**config.mk**
```make
export PLATFORM = sky130hd
export DESIGN_NAME = clock_enables
export DESIGN_NICKNAME = d
export VERILOG_FILES = /design/src/design/bus_pkg.sv /design/src/design/clock_enables.sv
export SDC_FILE = /design/constraint.sdc
export NUM_CORES = 1
export LEC_CHECK = 0
export ABC_CLOCK_PERIOD_IN_PS = 1400
export BUFFER_PORTS_ARGS = -buffer_cell sky130_fd_sc_hd__buf_2
export CAP_MARGIN = 20
export CORE_AREA = 2 2 39 41
export DETAILED_ROUTE_END_ITERATION = 12
export DIE_AREA = 0 0 41 43
export SLEW_MARGIN = 10
export SYNTH_ARGS = -nofsm -noshare
export SYNTH_HDL_FRONTEND = slang
export SYNTH_SLANG_ARGS = --single-unit
```
**constraint.sdc**
```tcl
create_clock -name clk_sys -period 1.4 [get_ports clk_sys]
set_clock_uncertainty 0.2 [all_clocks]
set_input_delay 0.21 -clock clk_sys [delete_from_list [all_inputs] [get_ports clk_sys]]
set_output_delay 0.21 -clock clk_sys [all_outputs]
set_load 0.02 [all_outputs]
```
**src/design/bus_pkg.sv**
```systemverilog
/*
 * Z80 bus, I/O port map, SD port and clock-enable types.
 * Bus strobes are active low, as on the Z80 pins.
 */
`default_nettype none

package bus_pkg;

	localparam int ADDR_W = 16;                // CPU address
	localparam int DATA_W = 8;
	localparam int CE_W   = 6;                 // Divider counter

	// Outputs of the Z80 as seen by the glue
	typedef struct packed {
		logic [ADDR_W-1:0] addr;
		logic [DATA_W-1:0] dout;
		logic              m1_n;
		logic              mreq_n;
		logic              iorq_n;
		logic              rd_n;
		logic              wr_n;
	} cpu_bus_t;

	// Decoded ports, low address byte only
	typedef enum logic [7:0] {
		IO_SWITCHES = 8'h00,
		IO_SD       = 8'h69,
		IO_PAGE0    = 8'h78,
		IO_PAGE1    = 8'h79,
		IO_PAGE2    = 8'h7A,
		IO_PAGE3    = 8'h7B,
		IO_PAGE_EN  = 8'h7C
	} io_port_e;

	// Bit positions in the SD port byte
	localparam int SD_MOSI_BIT = 0;
	localparam int SD_CS_BIT   = 3;
	localparam int SD_CLK_BIT  = 4;
	localparam int SD_MISO_BIT = 7;

	localparam logic [DATA_W-1:0] IDLE_DATA = 8'hFF;   // Floating bus

	typedef struct packed {
		logic mosi;
		logic clk;
		logic cs;
	} sd_spi_t;

	// ne = falling-edge strobe, pe = rising-edge strobe
	typedef struct packed {
		logic ne14m;
		logic ne7m3;
		logic pe7m3;
		logic ne3m6;
		logic pe3m6;
		logic ne1m8;
		logic pe1m8;
		logic ne921k;
		logic pe921k;
	} clk_en_t;

endpackage

`default_nettype wire

```
**src/design/clock_enables.sv**
```systemverilog
/*
 * Enable strobes divided down from clk_sys, one cycle wide each.
 * Strobes stay low while reset is high.
 */
`default_nettype none

module clock_enables (
	input  logic             clk_sys,
	input  logic             reset,
	output bus_pkg::clk_en_t clk_en
);
	import bus_pkg::*;

	logic [CE_W-1:0] ce;

	////////////////////////////////////////
	// Divider and strobe decode
	////////////////////////////////////////

	// ne pairs fire on all-zero low bits, pe when the top bit is set
	always_ff @(posedge clk_sys) begin
		if (reset) begin
			ce     <= CE_W'(1);                 // Restart point
			clk_en <= '0;
		end else begin
			ce <= ce + 1'b1;

			clk_en.ne14m  <= ce[1:0] == 2'b00;                // Every 4
			clk_en.ne7m3  <= ce[2:0] == 3'b000;               // Every 8
			clk_en.pe7m3  <= ce[2:0] == 3'b100;
			clk_en.ne3m6  <= ce[3:0] == 4'b0000;              // Every 16
			clk_en.pe3m6  <= ce[3:0] == 4'b1000;
			clk_en.ne1m8  <= ce[4:0] == 5'b00000;             // Every 32
			clk_en.pe1m8  <= ce[4:0] == 5'b10000;
			clk_en.ne921k <= ce[5:0] == 6'b000000;            // Every 64
			clk_en.pe921k <= ce[5:0] == 6'b100000;
		end
	end

endmodule

`default_nettype wire

```
==> results.yml <==
synthesis:
  synth_top_area_share_pct: 56.7
  synthMuxAreaShare_pct: 0
  yosys-top-cells-area: "dfxtp_1 (57%), and2_1 (4.7%), ha_1 (4.7%), nor4_4 (4.0%), nor2_1 (3.5%)"
  synth_nets: 49
  synthCells: 45
  synthAdderAreaFrac_pct: 4.73
  ys_types: 19
  synth-simple-area-share_pct: 27.9
  synth_xor_area_share_pct: 4.96
  yosys_register_bits: 15
  syn_area_sq_um: 529
  synth_top_family_by_area: "simple AND/OR/NAND/NOR gates"
  syn_area_per_cell_sq_um: 11.8
  synth_top_area_cell: "dfxtp_1"
  synth-compound-area-share_pct: 1.42
  ys_warn_count: 0
  seq_area_frac_synth_pct: 56.7
layout:
  fill_cells: 139
  layout.nets: 66
  synthToLayoutAreaGrowth_pct: 20.8
  drive_above_1_share_pct: 31.1
  diodes: 0
  fin_area_sq_um: 639
timing:
  drv_slew: 0
  min_period_over_period_pct: 98.2
  fin_ws_ns: 0.0259
  max_freq_ghz: 0.728
  max_slew_margin_pct: 80.3
  fin_crit_ns: 1.37
  rsz0062_at_grt: "no"
  final_hold_viol_count: 0
  tns_ns: 0
  finalSetupViolations: 0
  max_slew.worst_pin.slew_ns: 0.295
setup_path:
  endpoint_kind: "flop"
  r2r_end: "clk_en[0]$_SDFF_PP0_"
  rr_worst_depth: 5
  critPathMaxStageDelay_ns: 0.53
  worstSetupStartpointType: "input port"
  critPathSlowestCell: "dlygate4sd3_1"
  cp.required_ns: 1.42
  critPathKind: "in2reg"
  cp_max_fo: 8
  worstPathCellList: "dlygate4sd3_1 -> buf_2 -> nand2b_4 -> nor4_4 -> and2_1"
  r2r_slack_ns: 0.13
  cp_data_arrival_time_ns: 1.39
  r2r_start: "ce[0]$_SDFF_PP1_"
worst_hold_path:
  hold_path_depth: 1
  hp-class: "reg2reg"
  hp-start: "ce[0]$_SDFF_PP1_"
  hold_path_end: "ce[0]$_SDFF_PP1_"
routing:
  vias: 321
  first_iter_violations: 1
  vias_per_cell: 4.17
  drt-total-wl_microns: 691
  ant_nets: 0
  drc_errors: 0
  first_pass_iters: 2
  avgRoutedWirePerCell_microns: 8.97
global_routing:
  grt_first_pass_wirelength_microns: 986
  antenna_found_initial: 0
  grtUsageTotal_pct: 9.11
  grt_remaining_overflow: 0
  grt_max_degree: 9
  grt_pass1_vias: 244
clock_tree:
  tritoncts: "built"
  ctsHtreeMaxLevel: 1
  cts_setup_buffers: 0
  clk_latency_ns: 0.27
  cts_buffers: 3
  cts.sinks: 15
  clockBufferDepth: 2
  clock-root-buffer: "clkbuf_4"
  clkTransAtPathRegs_ns: 0.08
outcome:
  status: "finished, final reports clean"
power_and_ir_drop:
  power_per_cell_area_nw_per_um2: 1220
  ir_drop_v: 0.000620
  leakage_nw: 0.301
floorplan:
  die_h_microns: 43
  io-pin-count: 11
  die_area_sq_um: 1760
  die_w_microns: 41
  start_util_pct: 38.2
  core_sq_um: 1380
  std_cell_rows: 14
placed_design:
  place_area_sq_um: 603
  pre_cts_slack_ns: 0.129
  port_buffers: 10
  routabilityCongestion: 0.694
  hpwl_microns: 516
flow_run:
  cap_viol_max_count: 0
cells in the mapped netlist, drive strengths merged:
master and instances:
nand2b 3, nand3 2, o21bai 1, xor2 2, nand2 1, inv 3
ha 2, nor2 5, nor3 1, dfxtp 15, and2 4, nor2b 1
and2b 1, buf 1, xnor2 1, nor4 2
per-stage QoR:
| step | total power [W] | hold slack, ns | std cells | util, % |
|---|---|---|---|---|
| after floorplan | 0.000539 | 0.0816 | 45 | - |
| after global routing | 0.000825 | 0.263 | 77 | 46.2 |
| after global placement | 0.000560 | 0.220 | 72 | 43.6 |
| final | 0.000782 | 0.242 | 77 | 46.2 |
| after detailed placement | 0.000560 | 0.228 | 72 | 43.6 |
| after CTS | 0.000793 | 0.250 | 77 | 46.2 |
sequential cells by signal, summed over array words and instances (netlist names):
signal  flops
ce          6
clk_en      9
kinds of logic after synthesis:
group                    count (synthesis)
AO/OA/AOI/OAI                            1
AND/OR/NAND/NOR                         20
flip-flops                              15
buffers and inverters                    4
adder cells (fa/ha/maj)                  2
XOR/XNOR                                 3
repair_timing:
item / CTS / global route
hold endpoints to repair: 4 / 0
hold buffers: 1 / 0
gates resized for setup: 0 / 0
critical path, delay by kind of cell:
kind	cells	cell delay [ns]
buffers and inverters	2	0.70
and+or+nand+nor	3	0.47
cell type report:
type | count | area, sq um | share of cell area, %
sequential | 15 | 300 | 47.0
multi-input combinational | 26 | 206 | 32.3
timing repair buffer | 13 | 75.1 | 11.7
clock buffer | 4 | 26.3 | 4.11
tap | 16 | 20.0 | 3.13
inverter | 3 | 11.3 | 1.76
layer usage:
metal / share of wire, % / up-vias / GRT usage [%]
li1: - / 173 / -
met1: 47 / 137 / 11.6
met2: 44 / 9 / 10.6
met3: 6.7 / 2 / 4.71
met4: 1.7 / 0 / 8.00
met5: 0 / - / 0
placed cells by master, fill, tap and decap left out, types with 2 or more instances in the layout:
| cell | netlist | final |
|---|---|---|
| dfxtp_1 | 15 | 15 |
| clkbuf_4 | 0 | 3 |
| nand2b_1 | 2 | 2 |
| ha_1 | 2 | 2 |
| buf_2 | 0 | 10 |
| nor2_1 | 5 | 5 |
| buf_4 | 0 | 2 |
| inv_1 | 3 | 3 |
| xor2_1 | 2 | 2 |
| and2_1 | 4 | 4 |
worst max-delay path by stage:
stage	from	endpoint	slack [ns]	cells past startpoint
2_1_floorplan	ce[0]$_SDFF_PP1_	clk_en[0]$_SDFF_PP0_	0.14	5
3_3_place_gp	ce[0]$_SDFF_PP1_	clk_en[0]$_SDFF_PP0_	0.14	5
3_5_place_dp	ce[0]$_SDFF_PP1_	clk_en[0]$_SDFF_PP0_	0.13	5
4_1_cts	reset	clk_en[0]$_SDFF_PP0_	0.03	5
5_1_grt	reset	clk_en[0]$_SDFF_PP0_	0.02	5
6_report	reset	clk_en[0]$_SDFF_PP0_	0.03	5
report_power, final:
group          leakage [nW]  switching, W  internal, W
logic                 0.164     0.0000452    0.0000400
clock network        0.0150      0.000121     0.000110
registers             0.122     0.0000181     0.000448
(Power assumes the default switching activity.)
