### src/design/bus_pkg.sv
/*
 * Z80 bus, I/O port map, SD port and clock-enable types.
 * Bus strobes are active low, as on the Z80 pins.
 */
`default_nettype none

package bus_pkg;

	localparam int ADDR_W = 16;                // CPU address
	localparam int DATA_W = 8;
	localparam int CE_W   = 6;                 // Divider counter

	// Outputs of the Z80 as seen by the glue
	typedef struct packed {
		logic [ADDR_W-1:0] addr;
		logic [DATA_W-1:0] dout;
		logic              m1_n;
		logic              mreq_n;
		logic              iorq_n;
		logic              rd_n;
		logic              wr_n;
	} cpu_bus_t;

	// Decoded ports, low address byte only
	typedef enum logic [7:0] {
		IO_SWITCHES = 8'h00,
		IO_SD       = 8'h69,
		IO_PAGE0    = 8'h78,
		IO_PAGE1    = 8'h79,
		IO_PAGE2    = 8'h7A,
		IO_PAGE3    = 8'h7B,
		IO_PAGE_EN  = 8'h7C
	} io_port_e;

	// Bit positions in the SD port byte
	localparam int SD_MOSI_BIT = 0;
	localparam int SD_CS_BIT   = 3;
	localparam int SD_CLK_BIT  = 4;
	localparam int SD_MISO_BIT = 7;

	localparam logic [DATA_W-1:0] IDLE_DATA = 8'hFF;   // Floating bus

	typedef struct packed {
		logic mosi;
		logic clk;
		logic cs;
	} sd_spi_t;

	// ne = falling-edge strobe, pe = rising-edge strobe
	typedef struct packed {
		logic ne14m;
		logic ne7m3;
		logic pe7m3;
		logic ne3m6;
		logic pe3m6;
		logic ne1m8;
		logic pe1m8;
		logic ne921k;
		logic pe921k;
	} clk_en_t;

endpackage

`default_nettype wire

### src/design/mem_pkg.sv
/*
 * Memory map, page registers and loader types.
 * 1 MiB byte space; bit 19 set means RAM, clear means ROM.
 */
`default_nettype none

package mem_pkg;

	localparam int MEM_ADDR_W  = 20;
	localparam int WINDOW_W    = 14;         // 16 KiB window offset
	localparam int PAGE_W      = 6;          // Used bits of a page select
	localparam int NUM_WINDOWS = 4;
	localparam int RAM_BIT     = 19;

	// Page selects after reset, ROM low and RAM high
	localparam logic [7:0] PAGE_RESET0 = 8'h00;
	localparam logic [7:0] PAGE_RESET1 = 8'h01;
	localparam logic [7:0] PAGE_RESET2 = 8'h3E;
	localparam logic [7:0] PAGE_RESET3 = 8'h3F;

	// Full bytes are kept, only the low PAGE_W bits map
	typedef struct packed {
		logic [NUM_WINDOWS-1:0][7:0] sel;
		logic                        page_en;
	} page_regs_t;

	typedef struct packed {
		logic                  download;
		logic                  wr;
		logic [MEM_ADDR_W-1:0] addr;
		logic [7:0]            data;
	} loader_t;

endpackage

`default_nettype wire

### src/design/page_mapper.sv
/*
 * Maps the 16-bit CPU address onto 20 bits through four 16 KiB windows.
 * Output is registered, so it lags cpu.addr by one cycle.
 */
`default_nettype none

module page_mapper (
	input  logic                               clk_sys,
	input  bus_pkg::cpu_bus_t                  cpu,
	input  mem_pkg::page_regs_t                page_regs,
	output logic [mem_pkg::MEM_ADDR_W-1:0]     mem_addr
);
	import bus_pkg::*;
	import mem_pkg::*;

	logic [$clog2(NUM_WINDOWS)-1:0] win;
	logic [PAGE_W-1:0]              page;

	assign win = cpu.addr[ADDR_W-1:WINDOW_W];     // Top two address bits

	// With paging off every window aliases page 0
	always_comb begin
		if (page_regs.page_en)
			page = page_regs.sel[win][PAGE_W-1:0];
		else
			page = '0;
	end

	always_ff @(posedge clk_sys) begin
		mem_addr <= {page, cpu.addr[WINDOW_W-1:0]};
	end

endmodule

`default_nettype wire

### config.mk
export PLATFORM = sky130hd
export DESIGN_NAME = page_mapper
export DESIGN_NICKNAME = d
export VERILOG_FILES = /design/src/design/bus_pkg.sv /design/src/design/mem_pkg.sv /design/src/design/page_mapper.sv
export SDC_FILE = /design/constraint.sdc
export NUM_CORES = 1
export LEC_CHECK = 0
export BUFFER_PORTS_ARGS = -buffer_cell sky130_fd_sc_hd__buf_2
export CELL_PAD_IN_SITES_DETAIL_PLACEMENT = 1
export CELL_PAD_IN_SITES_GLOBAL_PLACEMENT = 1
export CORE_ASPECT_RATIO = 0.9
export CORE_UTILIZATION = 18
export CTS_CLUSTER_SIZE = 30
export DETAILED_ROUTE_END_ITERATION = 10
export PLACE_DENSITY = 0.8
export SLEW_MARGIN = 20
export SYNTH_ARGS = -nofsm -noshare
export SYNTH_HDL_FRONTEND = slang
export SYNTH_SLANG_ARGS = --single-unit
### constraint.sdc
create_clock -name clk_sys -period 0.9 [get_ports clk_sys]
set_clock_uncertainty 0.1 [all_clocks]
set_input_delay 0.225 -clock clk_sys [delete_from_list [all_inputs] [get_ports clk_sys]]
set_output_delay 0.225 -clock clk_sys [all_outputs]
set_load 0.01 [all_outputs]
==> results of run 1 <==
## stage by stage
stage          instances  utilization  hold slack (ps)  total power, W
2_1_floorplan         41            -              153         0.00107
3_3_place_gp         144        0.308              230         0.00122
3_5_place_dp         144        0.308              229         0.00123
4_1_cts              162        0.374             89.9         0.00202
5_1_grt              162        0.401             90.2         0.00214
6_report             162        0.401              104         0.00202
## where the power goes
part           internal (W)  switching [W]
logic              0.000217       0.000120
registers          0.000946      0.0000186
clock network      0.000450       0.000267
## placed cells by master (no fill, tap or decap)
cell           instances
buf_2                 49
dlygate4sd3_1         14
mux2i_1               12
dfxtp_2               12
buf_6                 12
dfxtp_1                8
o22ai_1                6
clkbuf_4               3
nand2b_1               1
nand2_1                1
bufinv_16              1
buf_12                 1
## worst paths after layout
path	from	depth (start not counted)	slack, ps	end
max	mem_addr[7]	1	-170	mem_addr[7]
min	page_regs[12]	3	100	mem_addr[17]
## cells by family after synthesis
logic type | synth area share
flops | 0.691
mux | 0.207
compound gates | 0.0648
simple gates | 0.0173
buf+inv | 0.0194
## cell type report
| type | count | share of cell area |
|---|---|---|
| clock inverters | 1 | 0.0244 |
| repair buffers | 76 | 0.440 |
| flip-flops and latches | 20 | 0.338 |
| clock buffers | 3 | 0.0183 |
| multi-input cells | 20 | 0.136 |
| well taps | 42 | 0.0428 |
## layer usage
layer,vias up,track usage
li1,305,-
met1,295,0.0943
met4,0,0.0571
met2,33,0.232
met3,2,0.0116
met5,-,0
## synth_stat cells (all sizes together)
master   n  area [um^2]
dfxtp   20          400
nand2    1         3.75
o22ai    6         37.5
nand2b   1         6.26
buf      1         11.3
mux2i   12          120
## timing repair
item	4_1_cts	5_1_grt
setup endpoints to repair	20	20
hold buffers	14	0
endpoints found under the hold margin	14	0
gates resized for setup	2	22
==> qor.csv, run 1 <==
metric;value;unit
grt_pass1_vias;698;
final_cell_area;1230;um^2
setup_ws;-172;ps
dpl-instance-area;946;um^2
ant_nets;0;
hold_viol_final;0;
rsz0062_at_grt;true;
path_class;register to output port;
drive_gt1_frac;0.650;
violations;negative setup slack;
cts_buffers;3;
postCtsSetupBuffers;0;
cts_tree;built;
clk_pin_slew;110;ps
grt_pass1_wl;2.79;mm
multi_input_area;168;um^2
top_regs;mem_addr: 20 flops;
drc;0;
clock_sinks;20;
worstMarginPinSlew;235;ps
wire_per_inst;11.3;um
critPathSlowestCell;dfxtp_1;
startpoint_type;register;
io_pins;83;
ys_types;6;
tns;-3180;ps
nets;184;
status;finished, violations left;
p_per_area;1640;nW/um^2
coreArea;3070;um^2
ir_drop;0.000502;V
grt_max_degree;13;
crit_path_max_incr_delay;330;ps
routedLengthMet1;561;um
slew_headroom;0.843;
initial_core_util;0.189;
portBuffers;61;
ys_warn_count;0;
overflow;0;
drtIter0Drc;12;
cp.arrival;750;ps
dr_total_vias;635;
dieArea;3450;um^2
grt_util_all_layers;0.112;
pre_cts_slack;-136;ps
n_fill_cell;352;
viasPerCell;3.92;
slew_viol_final;0;
htreeDepth;1;
antenna_found_initial;0;
wl_met2;1.11;mm
drv_cap;0;
synth_cells;41;
rows;19;
hold_path_class;input port to register;
leakage;0.616;nW
crit_required;570;ps
min_period_over_period;1.19;
worstPathCellList;buf_2;
root_buffer;clkbuf_4;
netlist_area;579;um^2
cp_num_buf_inv;1;
critPathCaptureType;output port;
synth_seq_cells;20;
setup_violations;20;
clockBufferDepth;2;
drt_pass1_iterations;4;
top_layer_used;met4;
antenna_cells;0;
syn_avg_cell_area;14.1;um^2
area_growth;112;%
largest_register_ffs;20;
largest_register;mem_addr;
fmax;933;MHz
ys_seq_area_frac;0.691;
wl_met3;132;um
regArea;415;um^2
die_x;61.8;um
min_period;1070;ps
synth_nets;104;
worst-path-max-fanout;1;
routed_wl;1.82;mm
cp_top_family;flip-flops;
fp.dieH;55.8;um
globalplace.congestion;0.633;
(Power assumes the default switching activity.)
==> run 2: changes to the inputs <==
Settings changed: BUFFER_PORTS_ARGS -buffer_cell sky130_fd_sc_hd__buf_2 to unset, CORE_UTILIZATION 18 to 35, DONT_BUFFER_PORTS set to 1, PLACE_DENSITY 0.8 to 0.74, REMOVE_ABC_BUFFERS set to 1.
==> run 2 against run 1 <==
Effect of this change:
- combinational power is 67% lower
- sequential power about the same
- via count fell by 38%
- die area down 47%
- hold slack worse by 77 ps
- cell count down 51%
- the flow still finishes with violations (negative setup slack)
- cell area fell by 34%
- critical path depth fell by 1
- critical endpoint is now mem_addr[9]
- fmax grew 8.7%
- flip-flop and latch count is the same
==> qor.csv, run 2 (same netlist as run 1, synthesis figures left out) <==
metric;value;unit;change
clockBufferDepth;2;;unchanged
final_cell_mix;20 x dfxtp_2, 14 x dlygate4sd3_1, 12 x mux2i_1;;
antenna_cells;0;;unchanged
coreArea;1500;um^2;-51%
leakage;0.340;nW;-45%
grt_pass1_vias;364;;-48%
portBuffers;0;;-100%
fmax;1010;MHz;+8.7%
wire_per_inst;17.2;um;+53%
nets;122;;-34%
drive_gt1_frac;0.414;;-0.236
postCtsSetupBuffers;0;;unchanged
dieArea;1820;um^2;-47%
p_per_area;2230;nW/um^2;+36%
cts_tree;built;;
grt_util_all_layers;0.162;;+0.0502
critPathCaptureType;output port;;
setup_violations;20;;unchanged
place_inst;62;;-57%
fin_util;0.543;;+0.143
htreeDepth;1;;unchanged
regArea;425;um^2;+2.4%
worst-path-max-fanout;1;;unchanged
rsz0062_at_grt;true;;
viasPerCell;4.95;;+26%
cts_buffers;3;;unchanged
hold_path_class;input port to register;;
path_class;register to output port;;
overflow;0;;unchanged
worstMarginPinSlew;248;ps;+12.9 ps
tns;-1530;ps;+1650 ps
clock_sinks;20;;unchanged
fin_cells;80;;-51%
slew_headroom;0.835;;-0.00861
p_seq_frac;0.552;;+0.074
intPower;0.00148;W;-8.2%
largest_register_ffs;20;;unchanged
root_buffer;clkbuf_4;;
switching_power;0.000336;W;-17%
die_x;44.9;um;-27%
n_fill_cell;155;;-56%
clk_pin_slew;100;ps;about the same
globalplace.congestion;0.617;;-2.6%
routed_wl;1.37;mm;-25%
top_regs;mem_addr: 20 flops;;
fp.dieH;40.6;um;-27%
initial_core_util;0.387;;+0.198
startpoint_type;register;;
drc;0;;unchanged
status;finished, violations left;;
antenna_found_initial;0;;unchanged
dr_total_vias;396;;-38%
area_growth;40.4;%;
rows;13;;-6
crit_required;570;ps;about the same
setup_ws;-85.8;ps;+85.9 ps
grt_pass1_wl;1.81;mm;-35%
min_period;986;ps;-85.9 ps
slew_viol_final;0;;unchanged
dp_hpwl;1.04;mm;
swShare;0.185;;-0.0162
ir_drop;0.00131;V;+160%
min_period_over_period;1.10;;-0.0954
drt_pass1_iterations;2;;-2
ant_nets;0;;unchanged
multi_input_area;168;um^2;unchanged
layout.cells.most_common;dfxtp_2;;
min_from;page_regs[10];;
drtIter0Drc;3;;-9
violations;negative setup slack;;
clkPwrFrac;0.387;;+0.032
hold_viol_final;0;;unchanged
largest_register;mem_addr;;
grt_max_degree;13;;unchanged
power_frac_comb;0.062;;-0.105
io_pins;83;;unchanged
drv_cap;0;;unchanged
crit_start;mem_addr[9];;
cp.arrival;660;ps;-90 ps
-- run 2: cell types whose count changed in the layout (fill, tap and decap cells not counted), sizes merged --
cell | previous run | this run
buf | 62 | 0
-- run 2: power by group through the flow --
stage	Clock, W	Sequential, W	Combinational, W
4_1_cts	0.000717	0.00100	0.000113
2_1_floorplan	0	0.00100	0.0000540
3_3_place_gp	0	0.00101	0.0000584
6_report	0.000702	0.00100	0.000112
5_1_grt	0.000776	0.00101	0.000122
3_5_place_dp	0	0.00101	0.0000651
-- run 2: per-layer routing --
layer | track usage | wire, um
met1 | 0.119 | 335
met2 | 0.335 | 854
met3 | 0.113 | 185
met4 | 0.0455 | 0
met5 | 0 | 0
-- run 2: area by class of cell --
class	instances	share of cell area
clock buffers	3	0.0277
clock inverters	1	0.0369
multi-input cells	20	0.206
flip-flops and latches	20	0.523
well taps	22	0.0338
repair buffers	14	0.172
-- run 2: final timing paths --
| path | end | slack [ps] | depth (start not counted) |
|---|---|---|---|
| worst max-delay path | mem_addr[9] | -90 | 0 |
| worst min-delay path | mem_addr[15] | 30 | 2 |
-- run 2: stage by stage --
step | setup WS (ps) | total power, W | area [um^2] | hold WS, ps
after global routing | -141 | 0.00191 | 813 | 19.8
after global placement | 101 | 0.00107 | 596 | 153
final | -85.8 | 0.00182 | 813 | 27.9
after CTS | -92.7 | 0.00183 | 813 | 24.3
after floorplan | 159 | 0.00106 | 568 | 153
after detailed placement | 47.8 | 0.00108 | 596 | 153
-- run 2: timing repair --
action | CTS | global route
endpoints found under the hold margin | 14 | 0
hold buffers | 14 | 0
setup endpoints to repair | 20 | 20
gates resized for setup | 20 | 0
