===== src/design/bus_pkg.sv =====
/*
 * Z80 bus, I/O port map, SD port and clock-enable types.
 * Bus strobes are active low, as on the Z80 pins.
 */
`default_nettype none

package bus_pkg;

	localparam int ADDR_W = 16;                // CPU address
	localparam int DATA_W = 8;
	localparam int CE_W   = 6;                 // Divider counter

	// Outputs of the Z80 as seen by the glue
	typedef struct packed {
		logic [ADDR_W-1:0] addr;
		logic [DATA_W-1:0] dout;
		logic              m1_n;
		logic              mreq_n;
		logic              iorq_n;
		logic              rd_n;
		logic              wr_n;
	} cpu_bus_t;

	// Decoded ports, low address byte only
	typedef enum logic [7:0] {
		IO_SWITCHES = 8'h00,
		IO_SD       = 8'h69,
		IO_PAGE0    = 8'h78,
		IO_PAGE1    = 8'h79,
		IO_PAGE2    = 8'h7A,
		IO_PAGE3    = 8'h7B,
		IO_PAGE_EN  = 8'h7C
	} io_port_e;

	// Bit positions in the SD port byte
	localparam int SD_MOSI_BIT = 0;
	localparam int SD_CS_BIT   = 3;
	localparam int SD_CLK_BIT  = 4;
	localparam int SD_MISO_BIT = 7;

	localparam logic [DATA_W-1:0] IDLE_DATA = 8'hFF;   // Floating bus

	typedef struct packed {
		logic mosi;
		logic clk;
		logic cs;
	} sd_spi_t;

	// ne = falling-edge strobe, pe = rising-edge strobe
	typedef struct packed {
		logic ne14m;
		logic ne7m3;
		logic pe7m3;
		logic ne3m6;
		logic pe3m6;
		logic ne1m8;
		logic pe1m8;
		logic ne921k;
		logic pe921k;
	} clk_en_t;

endpackage

`default_nettype wire


===== src/design/mem_pkg.sv =====
/*
 * Memory map, page registers and loader types.
 * 1 MiB byte space; bit 19 set means RAM, clear means ROM.
 */
`default_nettype none

package mem_pkg;

	localparam int MEM_ADDR_W  = 20;
	localparam int WINDOW_W    = 14;         // 16 KiB window offset
	localparam int PAGE_W      = 6;          // Used bits of a page select
	localparam int NUM_WINDOWS = 4;
	localparam int RAM_BIT     = 19;

	// Page selects after reset, ROM low and RAM high
	localparam logic [7:0] PAGE_RESET0 = 8'h00;
	localparam logic [7:0] PAGE_RESET1 = 8'h01;
	localparam logic [7:0] PAGE_RESET2 = 8'h3E;
	localparam logic [7:0] PAGE_RESET3 = 8'h3F;

	// Full bytes are kept, only the low PAGE_W bits map
	typedef struct packed {
		logic [NUM_WINDOWS-1:0][7:0] sel;
		logic                        page_en;
	} page_regs_t;

	typedef struct packed {
		logic                  download;
		logic                  wr;
		logic [MEM_ADDR_W-1:0] addr;
		logic [7:0]            data;
	} loader_t;

endpackage

`default_nettype wire


===== src/design/io_ports.sv =====
/*
 * I/O write registers and the CPU read-data mux.
 * Decode uses address bits 7:0 only; interrupt acknowledge is ignored.
 */
`default_nettype none

module io_ports (
	input  logic                             clk_sys,
	input  logic                             reset,
	input  bus_pkg::cpu_bus_t                cpu,
	input  logic [bus_pkg::DATA_W-1:0]       boot_switches,
	input  logic                             sd_miso,
	input  logic [bus_pkg::DATA_W-1:0]       mem_q,
	output logic [bus_pkg::DATA_W-1:0]       cpu_din,
	output bus_pkg::sd_spi_t                 sd_spi,
	output mem_pkg::page_regs_t              page_regs
);
	import bus_pkg::*;
	import mem_pkg::*;

	logic [7:0]        port;
	logic              io_cycle;
	logic              io_wr;
	logic              io_rd;
	logic              mem_rd;
	logic [DATA_W-1:0] sd_rd_data;

	assign port     = cpu.addr[7:0];
	assign io_cycle = !cpu.iorq_n && cpu.m1_n;   // M1 with IORQ is an int ack
	assign io_wr    = io_cycle && !cpu.wr_n;
	assign io_rd    = io_cycle && !cpu.rd_n;
	assign mem_rd   = !cpu.mreq_n && !cpu.rd_n;

	////////////////////////////////////////
	// Write registers
	////////////////////////////////////////

	always_ff @(posedge clk_sys) begin
		if (reset) begin
			sd_spi            <= '0;
			page_regs.sel     <= {PAGE_RESET3, PAGE_RESET2, PAGE_RESET1, PAGE_RESET0};
			page_regs.page_en <= 1'b1;
		end else if (io_wr) begin
			case (port)
				IO_SD: begin
					sd_spi.mosi <= cpu.dout[SD_MOSI_BIT];
					sd_spi.cs   <= cpu.dout[SD_CS_BIT];
					sd_spi.clk  <= cpu.dout[SD_CLK_BIT];
				end
				// Low two port bits give the window
				IO_PAGE0, IO_PAGE1, IO_PAGE2, IO_PAGE3:
					page_regs.sel[port[1:0]] <= cpu.dout;
				IO_PAGE_EN:
					page_regs.page_en <= cpu.dout[0];
				default: ;
			endcase
		end
	end

	////////////////////////////////////////
	// Read data select
	////////////////////////////////////////

	always_comb begin
		sd_rd_data              = '0;
		sd_rd_data[SD_MISO_BIT] = sd_miso;   // Other bits read as zero
	end

	always_comb begin
		if (io_rd && port == IO_SWITCHES)
			cpu_din = boot_switches;
		else if (io_rd && port == IO_SD)
			cpu_din = sd_rd_data;
		else if (mem_rd)
			cpu_din = mem_q;
		else
			cpu_din = IDLE_DATA;             // Nothing drives the bus
	end

endmodule

`default_nettype wire


===== config.mk =====
export PLATFORM = sky130hd
export DESIGN_NAME = io_ports
export DESIGN_NICKNAME = d
export VERILOG_FILES = /design/src/design/bus_pkg.sv /design/src/design/mem_pkg.sv /design/src/design/io_ports.sv
export SDC_FILE = /design/constraint.sdc
export NUM_CORES = 1
export LEC_CHECK = 0
export ABC_CLOCK_PERIOD_IN_PS = 1900
export BUFFER_PORTS_ARGS = -buffer_cell sky130_fd_sc_hd__buf_4
export CORE_MARGIN = 10
export CORE_UTILIZATION = 45
export CTS_BUF_LIST = sky130_fd_sc_hd__clkbuf_8
export DETAILED_ROUTE_END_ITERATION = 12
export PLACE_DENSITY = 0.81
export REMOVE_ABC_BUFFERS = 1
export SLEW_MARGIN = 10
export SYNTH_ARGS = -nofsm -noshare
export SYNTH_HDL_FRONTEND = slang
export SYNTH_SLANG_ARGS = --single-unit

===== constraint.sdc =====
create_clock -name clk_sys -period 1.9 [get_ports clk_sys]
set_clock_uncertainty 0.1 [all_clocks]
set_input_delay 0.285 -clock clk_sys [delete_from_list [all_inputs] [get_ports clk_sys]]
set_output_delay 0.285 -clock clk_sys [all_outputs]
set_load 0.02 [all_outputs]

==> impl_metrics.tcl, run 1 <==
set metrics [dict create \
    wl_um 4850 \
    finalSetupViolations 8 \
    grt_max_degree 38 \
    netlist_instances 168 \
    fmax_mhz 515 \
    maxCapViolations 0 \
    status "complete, but fails checks" \
    crit_fanout 10 \
    hold_depth 2 \
    cp.required_ns 1.51 \
    whs_endpoint "page_regs[26]" \
    synth_flop_cell "dfxtp_1" \
    yosysSeqAreaShare_pct 44.1 \
    rows 21 \
    p_int_mw 1.24 \
    synth_edf_count 0 \
    timing.final.crit_share_pct 102 \
    cts_made_buffers 5 \
    netSwitchingFraction_pct 21.8 \
    r2r_start "page_regs[25]" \
    htree_levels 2 \
    hold_violations 0 \
    tightest_slew_ns 0.347 \
    clkTransAtPathRegs_ns 0.07 \
    netlist_area_um2 1630 \
    rsz0062_at_grt "yes" \
    critPathKind "in -> out" \
    dp_hpwl_um 3790 \
    fin_ws_ns -0.0412 \
    port_buffers 83 \
    vias 1601 \
    pwr-share-clk_pct 41.6 \
    start_util_pct 47.8 \
    synthArstFlopShare_pct 0 \
    start_kind "input pin" \
    viasPerCell 5.05 \
    synthDistinctLibCells 36 \
    violations "setup timing" \
    slew_violations 0 \
    drt_iter0_drc 40 \
    numClockSinks 36 \
    fin_crit_ns 1.94 \
    combPwrFrac_pct 10.8 \
    firstDrtPassIters 5 \
    insertion_delay_ns 0.28 \
    core-area_um2 3420 \
    final_layout_size_suffix_gt1_share_pct 45.8 \
    gp_congestion 0.790 \
    die_w_um 80.3 \
    io-pin-count 92 \
    yosys_warnings 0 \
    cts_tree "done" \
    critical_path_arrival_ns 1.56 \
    root_buffer "clkbuf_8" \
    r2r_setup_slack_ns 0.98 \
    end_kind "output port" \
    die_area_um2 6440 \
    reg2regPathDepth 2 \
    n_antenna_cell 0 \
    peakVddDrop_v 0.000649 \
    die_h_um 80.3 \
    grt-ovfl-total 0 \
    syn2layout_area_growth_pct 57.7 \
    seqPwrFrac_pct 47.6 \
    maxSlewHeadroom_pct 76.7 \
    min-delay-start "cpu[6]" \
    ys_ff_latch 36 \
    power.leakage_nw 1.22 \
    cts_setup_buffers 0 \
    grt_pass1_wl_um 7870 \
    p_sw_mw 0.346 \
    grt_pass1_vias 1647 \
    post-route-util_pct 75.4 \
    hold_slack_ns 0.134 \
    powerDensity_nw_per_um2 615 \
    avgSynthCellArea_um2 9.73 \
    reg2reg_to "page_regs[25]" \
    nets 318 \
    grt_usage_pct 15.1 \
    holdCritPathClass "in -> reg" \
    final_antenna_net_count 0 \
    wl_per_cell_um 15.3 \
    antenna_found_initial 0 \
    cts_buffer_depth 2 \
    remaining_drc_errors 0 \
]
-- critical path: stages --
cell and delay, ns:
buf_6 0.09, or3b_4 0.43, nor4_4 0.29, buf_6 0.17, nand2_1 0.05, o31ai_1 0.06
buf_4 0.18
-- what timing repair did --
item / 4_1_cts / 5_1_grt
pin swaps: 1 / 0
endpoints found under the hold margin: 0 / 0
resized for setup: 3 / 1
endpoints found under the setup margin: 8 / 8
hold buffers: 0 / 0
-- synth_stat cells (2+ instances only) --
cell / count / area (um2)
dfxtp_1: 36 / 721
nor2_1: 31 / 116
mux2i_1: 24 / 240
nor2b_1: 14 / 87.6
a211o_1: 9 / 78.8
nand2_1: 9 / 33.8
o21ai_1: 8 / 40.0
clkbuf_1: 3 / 11.3
nand4b_1: 3 / 26.3
a211o_2: 2 / 20.0
buf_1: 2 / 7.51
or2_2: 2 / 12.5
or3b_4: 2 / 22.5
-- power by group through the flow --
stage	Sequential (mW)	Combinational [mW]	Clock [mW]
final	0.754	0.171	0.658
after global routing	0.754	0.187	0.689
after CTS	0.754	0.171	0.670
after detailed placement	0.772	0.169	0
after global placement	0.772	0.167	0
after floorplan	0.772	0.0431	0
-- layout make-up --
class	count	area (um2)
clock buffers	5	68.8
clock inverters	3	42.5
fillers	295	840
multi-input cells	124	877
flip-flops and latches	36	721
well taps	46	57.6
repair buffers	103	810
-- cells in the final DEF (no fill, tap or decap), drive strengths merged --
cell type  instances
buf              103
dfxtp             36
nor2              31
mux2i             24
nor2b             14
a211o             11
nand2              9
o21ai              9
clkbuf             5
nand4b             3
or3b               2
or2                2
or3                2
nor4               2
nor4b              2
nand4              2
nor3b              2
nor3               2
and4b              1
nand3b             1
o31ai              1
a21oi              1
and4               1
nand3              1
nand2b             1
bufinv             1
clkinvlp           1
clkinv             1
-- sequential cells by signal (all words and copies together) (netlist names) --
register / count
sd_spi: 3
page_regs: 33
-- per-layer routing --
layer  share of wire (%)  global-route usage (%)  vias to the layer above
met1                  45                    17.7                      730
met2                  42                    23.3                       73
met3                  13                    7.57                        6
met4                 1.2                    4.93                        0
li1                    -                       -                      792
met5                   0                       0                        -
-- worst max path at each step --
| stage | cells after the start | end | slack (ns) | startpoint |
|---|---|---|---|---|
| global placement | 7 | cpu_din[7] | -0.08 | cpu[1] |
| floorplan | 4 | cpu_din[7] | -0.10 | cpu[1] |
| finish | 7 | cpu_din[7] | -0.04 | cpu[1] |
| global route | 7 | cpu_din[0] | -0.15 | cpu[1] |
| detailed placement | 7 | cpu_din[7] | -0.09 | cpu[1] |
| CTS | 7 | cpu_din[3] | -0.05 | cpu[1] |
-- logic make-up after synthesis --
group | count (synthesis) | share of synthesized area, %
AND/OR/NAND/NOR | 78 | 29.0
AO/OA/AOI/OAI | 22 | 9.57
flip-flops | 36 | 44.1
buffers and inverters | 8 | 2.60
multiplexers | 24 | 14.7
-- stage by stage --
stage	instance area, um2	total power [mW]	worst slack (ns)	TNS [ns]	instances
final	2580	1.58	-0.0412	-0.255	317
after global routing	2580	1.63	-0.153	-1.08	317
after CTS	2570	1.60	-0.0525	-0.334	317
after detailed placement	2450	0.941	-0.0948	-0.667	309
after global placement	2450	0.939	-0.0826	-0.526	309
after floorplan	1590	0.815	-0.105	-0.105	160
Power figures use the tool's default switching activity.
==> inputs of run 2 (changes only) <==
--- a/config.mk
+++ b/config.mk
@@ -8,11 +8,12 @@
 export ABC_CLOCK_PERIOD_IN_PS = 1900
 export BUFFER_PORTS_ARGS = -buffer_cell sky130_fd_sc_hd__buf_4
 export CORE_MARGIN = 10
-export CORE_UTILIZATION = 45
+export CORE_UTILIZATION = 40
 export CTS_BUF_LIST = sky130_fd_sc_hd__clkbuf_8
 export DETAILED_ROUTE_END_ITERATION = 12
-export PLACE_DENSITY = 0.81
+export PLACE_DENSITY = 0.74
 export REMOVE_ABC_BUFFERS = 1
+export SETUP_SLACK_MARGIN = 0.1
 export SLEW_MARGIN = 10
 export SYNTH_ARGS = -nofsm -noshare
 export SYNTH_HDL_FRONTEND = slang
==> run 2 against run 1 <==
Net effect: largest cell class unchanged; critical path type unchanged; setup slack better by 0.0032 ns; the run still ends with setup timing left; wire length down 1.0%; register-to-register slack about the same; global-route usage shrank 2.0 points; non-clock buffer count increased by 2; via count shrank 2.9%; first-iteration DRC count increased by 10%.
==> impl_metrics.tcl, run 2 (same netlist as run 1, synthesis figures left out) <==
set metrics [dict create \
    status "complete, but fails checks" \
    violations "setup timing" \
    htree_levels 2 \
    numClockSinks 36 \
    power.leakage_nw 1.24 \
    wl_um 4800 \
    multi_input_area_um2 890 \
    gp_congestion 0.785 \
    fmax_mhz 516 \
    fin_crit_ns 1.94 \
    grt_pass1_vias 1587 \
    grt-ovfl-total 0 \
    regArea_um2 721 \
    remaining_drc_errors 0 \
    syn2layout_area_growth_pct 60.6 \
    fillers 341 \
    timing.final.crit_share_pct 102 \
    grt_usage_pct 13.1 \
    post-route-util_pct 66.1 \
    critical_path_arrival_ns 1.55 \
    post-place-ws_ns -0.104 \
    nets 320 \
    largest_reg_flops 33 \
    cts_buffer_depth 2 \
    mostFrequentLayoutCells "buf_4 (100), dfxtp_1 (36), nor2_1 (31)" \
    tightest_slew_ns 0.356 \
    end_kind "output port" \
    firstDrtPassIters 4 \
    final_common_cell "buf_4" \
    final_layout_size_suffix_gt1_share_pct 47.3 \
    cts_made_buffers 5 \
    fin_ws_ns -0.0380 \
    antenna_found_initial 0 \
    die_h_um 83.9 \
    die_area_um2 7040 \
    io-pin-count 92 \
    drt_iter0_drc 44 \
    dp_hpwl_um 3670 \
    peakVddDrop_v 0.000724 \
    viasPerCell 4.81 \
    maxSlewHeadroom_pct 76.2 \
    rsz0062_at_grt "yes" \
    root_buffer "clkbuf_8" \
    cts_tree "done" \
    finalSetupViolations 8 \
    vias 1554 \
    start_kind "input pin" \
    port_buffers 83 \
    final_antenna_net_count 0 \
    grt_pass1_wl_um 7680 \
    reg.largest.list "page_regs x33, sd_spi x3" \
    slew_violations 0 \
    maxCapViolations 0 \
    n_antenna_cell 0 \
    hold_violations 0 \
    regMostFlops "page_regs" \
    hold_slack_ns 0.128 \
    powerDensity_nw_per_um2 631 \
    insertion_delay_ns 0.29 \
    grt_max_degree 38 \
    ctsHoldBuffers 0 \
    critPathKind "in -> out" \
    start_util_pct 41.1 \
    holdCritPathClass "in -> reg" \
    cp.required_ns 1.51 \
    wl_per_cell_um 14.9 \
    die_w_um 83.9 \
    clkTransAtPathRegs_ns 0.07 \
    rows 23 \
    core-area_um2 3970 \
    crit_fanout 10 \
]
-- run 2: cell types whose count changed in the layout (fill, tap and decap cells not counted), sizes merged --
cell	previous run	this run
clkbuf	5	7
buf	103	105
clkinvlp	1	0
clkinv	1	0
-- run 2: worst paths after layout --
| path | start | to | slack (ns) | cells past startpoint |
|---|---|---|---|---|
| setup / recovery | cpu[1] | cpu_din[7] | -0.04 | 7 |
| setup reg to reg | page_regs[27] | page_regs[27] | 0.97 | 2 |
| hold reg to reg | page_regs[0] | page_regs[0] | 0.38 | 2 |
| hold / removal | cpu[7] | page_regs[19] | 0.13 | 2 |
-- run 2: cell type report --
cell class | count | share of cell area, %
Tap cell | 50 | 2.38
Timing Repair Buffer | 105 | 31.4
Clock inverter | 1 | 1.14
Clock buffer | 7 | 3.67
Multi-Input combinational cell | 124 | 33.9
Sequential cell | 36 | 27.5
-- run 2: per-stage QoR --
step / cells / area [um2] / power [mW] / TNS, ns
floorplan: 160 / 1590 / 0.815 / -0.105
global placement: 315 / 2470 / 0.941 / -0.391
detailed placement: 315 / 2470 / 0.943 / -0.549
CTS: 323 / 2620 / 1.67 / -0.243
global route: 323 / 2620 / 1.73 / -0.936
finish: 323 / 2620 / 1.66 / -0.153
-- run 2: what timing repair did --
item | in CTS | in global routing
gates resized for setup | 6 | 1
pin swaps | 0 | 0
endpoints found under the setup margin | 8 | 8
setup buffers | 0 | 0
-- run 2: critical path, cell delays in order --
cell	delay, ns
buf_6	0.09
or3b_4	0.43
nor4_4	0.29
buf_6	0.17
nand2_1	0.06
o31ai_1	0.06
buf_4	0.18
-- run 2: power breakdown --
| part | leakage (nW) | total [mW] | switching [mW] | internal (mW) |
|---|---|---|---|---|
| sequential | 0.290 | 0.755 | 0.000164 | 0.755 |
| clock | 0.0645 | 0.725 | 0.262 | 0.463 |
| combinational | 0.889 | 0.175 | 0.0763 | 0.0991 |
| total | 1.24 | 1.66 | 0.339 | 1.32 |
-- run 2: metal layers --
| layer | vias to the layer above | track usage [%] | wire, um |
|---|---|---|---|
| met5 | - | 0 | 0 |
| met4 | 0 | 4.57 | 61 |
| met3 | 5 | 7.91 | 602 |
| met2 | 67 | 19.6 | 2030 |
| met1 | 685 | 15.0 | 2110 |
| li1 | 797 | - | - |
==> inputs of run 3 (changes only) <==
--- a/config.mk
+++ b/config.mk
@@ -8,10 +8,9 @@
 export ABC_CLOCK_PERIOD_IN_PS = 1900
 export BUFFER_PORTS_ARGS = -buffer_cell sky130_fd_sc_hd__buf_4
 export CORE_MARGIN = 10
-export CORE_UTILIZATION = 40
+export CORE_UTILIZATION = 25
 export CTS_BUF_LIST = sky130_fd_sc_hd__clkbuf_8
 export DETAILED_ROUTE_END_ITERATION = 12
-export PLACE_DENSITY = 0.74
 export REMOVE_ABC_BUFFERS = 1
 export SETUP_SLACK_MARGIN = 0.1
 export SLEW_MARGIN = 10
==> run 3 against run 2 <==
Net effect: the run still ends with setup timing left; clock power is 7.3% lower; sequential share of layout area is 0.065 points lower; largest power group unchanged; final cell count is 7.7% higher.
==> impl_metrics.tcl, run 3 (same netlist as run 1, synthesis figures left out) <==
set metrics [dict create \
    antenna_found_initial 0 \
    path_cells "buf_6 > or3b_4 > nor4_4 > buf_6 > nand2_1 > o31ai_1 > buf_4" \
    final_antenna_net_count 0 \
    slew_violations 0 \
    die_w_um 101 \
    power.leakage_nw 1.22 \
    grt_usage_pct 9.62 \
    insertion_delay_ns 0.28 \
    remaining_drc_errors 0 \
    setup_tns_ns -0.187 \
    port_buffers 83 \
    rows 29 \
    start_kind "input pin" \
    gp_congestion 0.708 \
    maxSlewHeadroom_pct 75.3 \
    start_util_pct 25.7 \
    reg2regPathDepth 2 \
    fin_crit_ns 1.95 \
    crit_cells 7 \
    status "complete, but fails checks" \
    path_buf_inv 3 \
    final_common_cell "buf_4" \
    tightest_slew_ns 0.371 \
    hold_depth 2 \
    cpPeakStageDelay_ns 0.42 \
    critical_path_arrival_ns 1.56 \
    regMostFlops "page_regs" \
    grt_pass1_wl_um 7970 \
    fillers 641 \
    die_area_um2 10200 \
    m1WireLength_um 2130 \
    met2_wirelength_um 2300 \
    violations "setup timing" \
    critPathKind "in -> out" \
    largest_reg_flops 33 \
    root_buffer "clkbuf_8" \
    drt_iter0_drc 62 \
    io-pin-count 92 \
    fmax_mhz 513 \
    core-area_um2 6350 \
    wl_um 5170 \
    dpl_cell_area_um2 2490 \
    cts_setup_buffers 0 \
    post-route-util_pct 41.4 \
    grt-ovfl-total 0 \
    numClockSinks 36 \
    syn2layout_area_growth_pct 60.9 \
    mostFrequentLayoutCells "buf_4 (98), dfxtp_1 (36), nor2_1 (31)" \
    end_kind "output port" \
    finalSetupViolations 8 \
    post-place-ws_ns -0.0944 \
    rsz0062_at_grt "yes" \
    reg.largest.list "page_regs x33, sd_spi x3" \
    htree_levels 2 \
    wl_per_cell_um 14.9 \
    powerDensity_nw_per_um2 608 \
    dr.max_layer_used "met4" \
    cts_buffer_depth 2 \
    die_h_um 101 \
    cp.required_ns 1.51 \
    hold_violations 0 \
    cpMaxStageDelayCell "or3b_4" \
    cp_top_family "simple AND/OR/NAND/NOR gates" \
    dp_hpwl_um 3910 \
    fin_ws_ns -0.0496 \
    n_antenna_cell 0 \
    final_layout_size_suffix_gt1_share_pct 46.9 \
    firstDrtPassIters 4 \
    holdCritPathClass "in -> reg" \
    viasPerCell 4.50 \
    path_common_cell "buf_6" \
    vias 1566 \
    grt_max_degree 38 \
    cts_tree "done" \
    cts_made_buffers 5 \
    finalInstanceArea_um2 2630 \
    crit_fanout 10 \
    dr_wl_met3_um 718 \
    timing.final.crit_share_pct 103 \
    peakVddDrop_v 0.000471 \
    grt_pass1_vias 1617 \
    maxCapViolations 0 \
    nets 318 \
    clkTransAtPathRegs_ns 0.08 \
]
==> run 3: changes by cell type in the layout (fill, tap and decap cells not counted), sizes merged <==
cell,change
clkbuf,-2
clkinvlp,+1
buf,-2
clkinv,+1
==> run 3: per-stage QoR <==
step / hold WS [ns] / cells / power (mW)
global placement: 0.366 / 340 / 0.939
global route: 0.116 / 348 / 1.67
floorplan: 0.257 / 160 / 0.815
detailed placement: 0.384 / 340 / 0.941
finish: 0.128 / 348 / 1.60
CTS: 0.122 / 348 / 1.62
==> run 3: per-layer routing <==
layer / vias to the layer above / track usage [%]
met1: 695 / 11.0
met5: - / 0
met2: 70 / 14.8
li1: 797 / -
met4: 0 / 2.93
met3: 4 / 5.56
==> run 3: path summary, 6_finish.rpt <==
check	slack, ns	endpoint	from
hold / removal	0.13	page_regs[30]	cpu[10]
hold reg to reg	0.40	page_regs[0]	page_regs[0]
setup reg to reg	0.98	page_regs[25]	page_regs[25]
setup / recovery	-0.05	cpu_din[7]	cpu[1]
==> run 3: layout make-up <==
class / count / area, um2 / share of cell area [%]
sequential: 36 / 721 / 27.4
clock inverter: 3 / 42.5 / 1.62
multi-input combinational: 124 / 892 / 33.9
tap: 77 / 96.3 / 3.66
clock buffer: 5 / 68.8 / 2.62
timing repair buffer: 103 / 810 / 30.8
==> run 3: timing repair <==
action	CTS	global route
setup endpoints to repair	8	8
endpoints found under the hold margin	0	0
gates resized for setup	6	2
hold buffers	0	0
pin swaps	2	0
==> run 3: where the power goes <==
| group | internal, mW | switching [mW] | total [mW] |
|---|---|---|---|
| combinational | 0.0971 | 0.0759 | 0.173 |
| clock | 0.388 | 0.284 | 0.672 |
| sequential | 0.754 | 0.000174 | 0.754 |
| total | 1.24 | 0.360 | 1.60 |
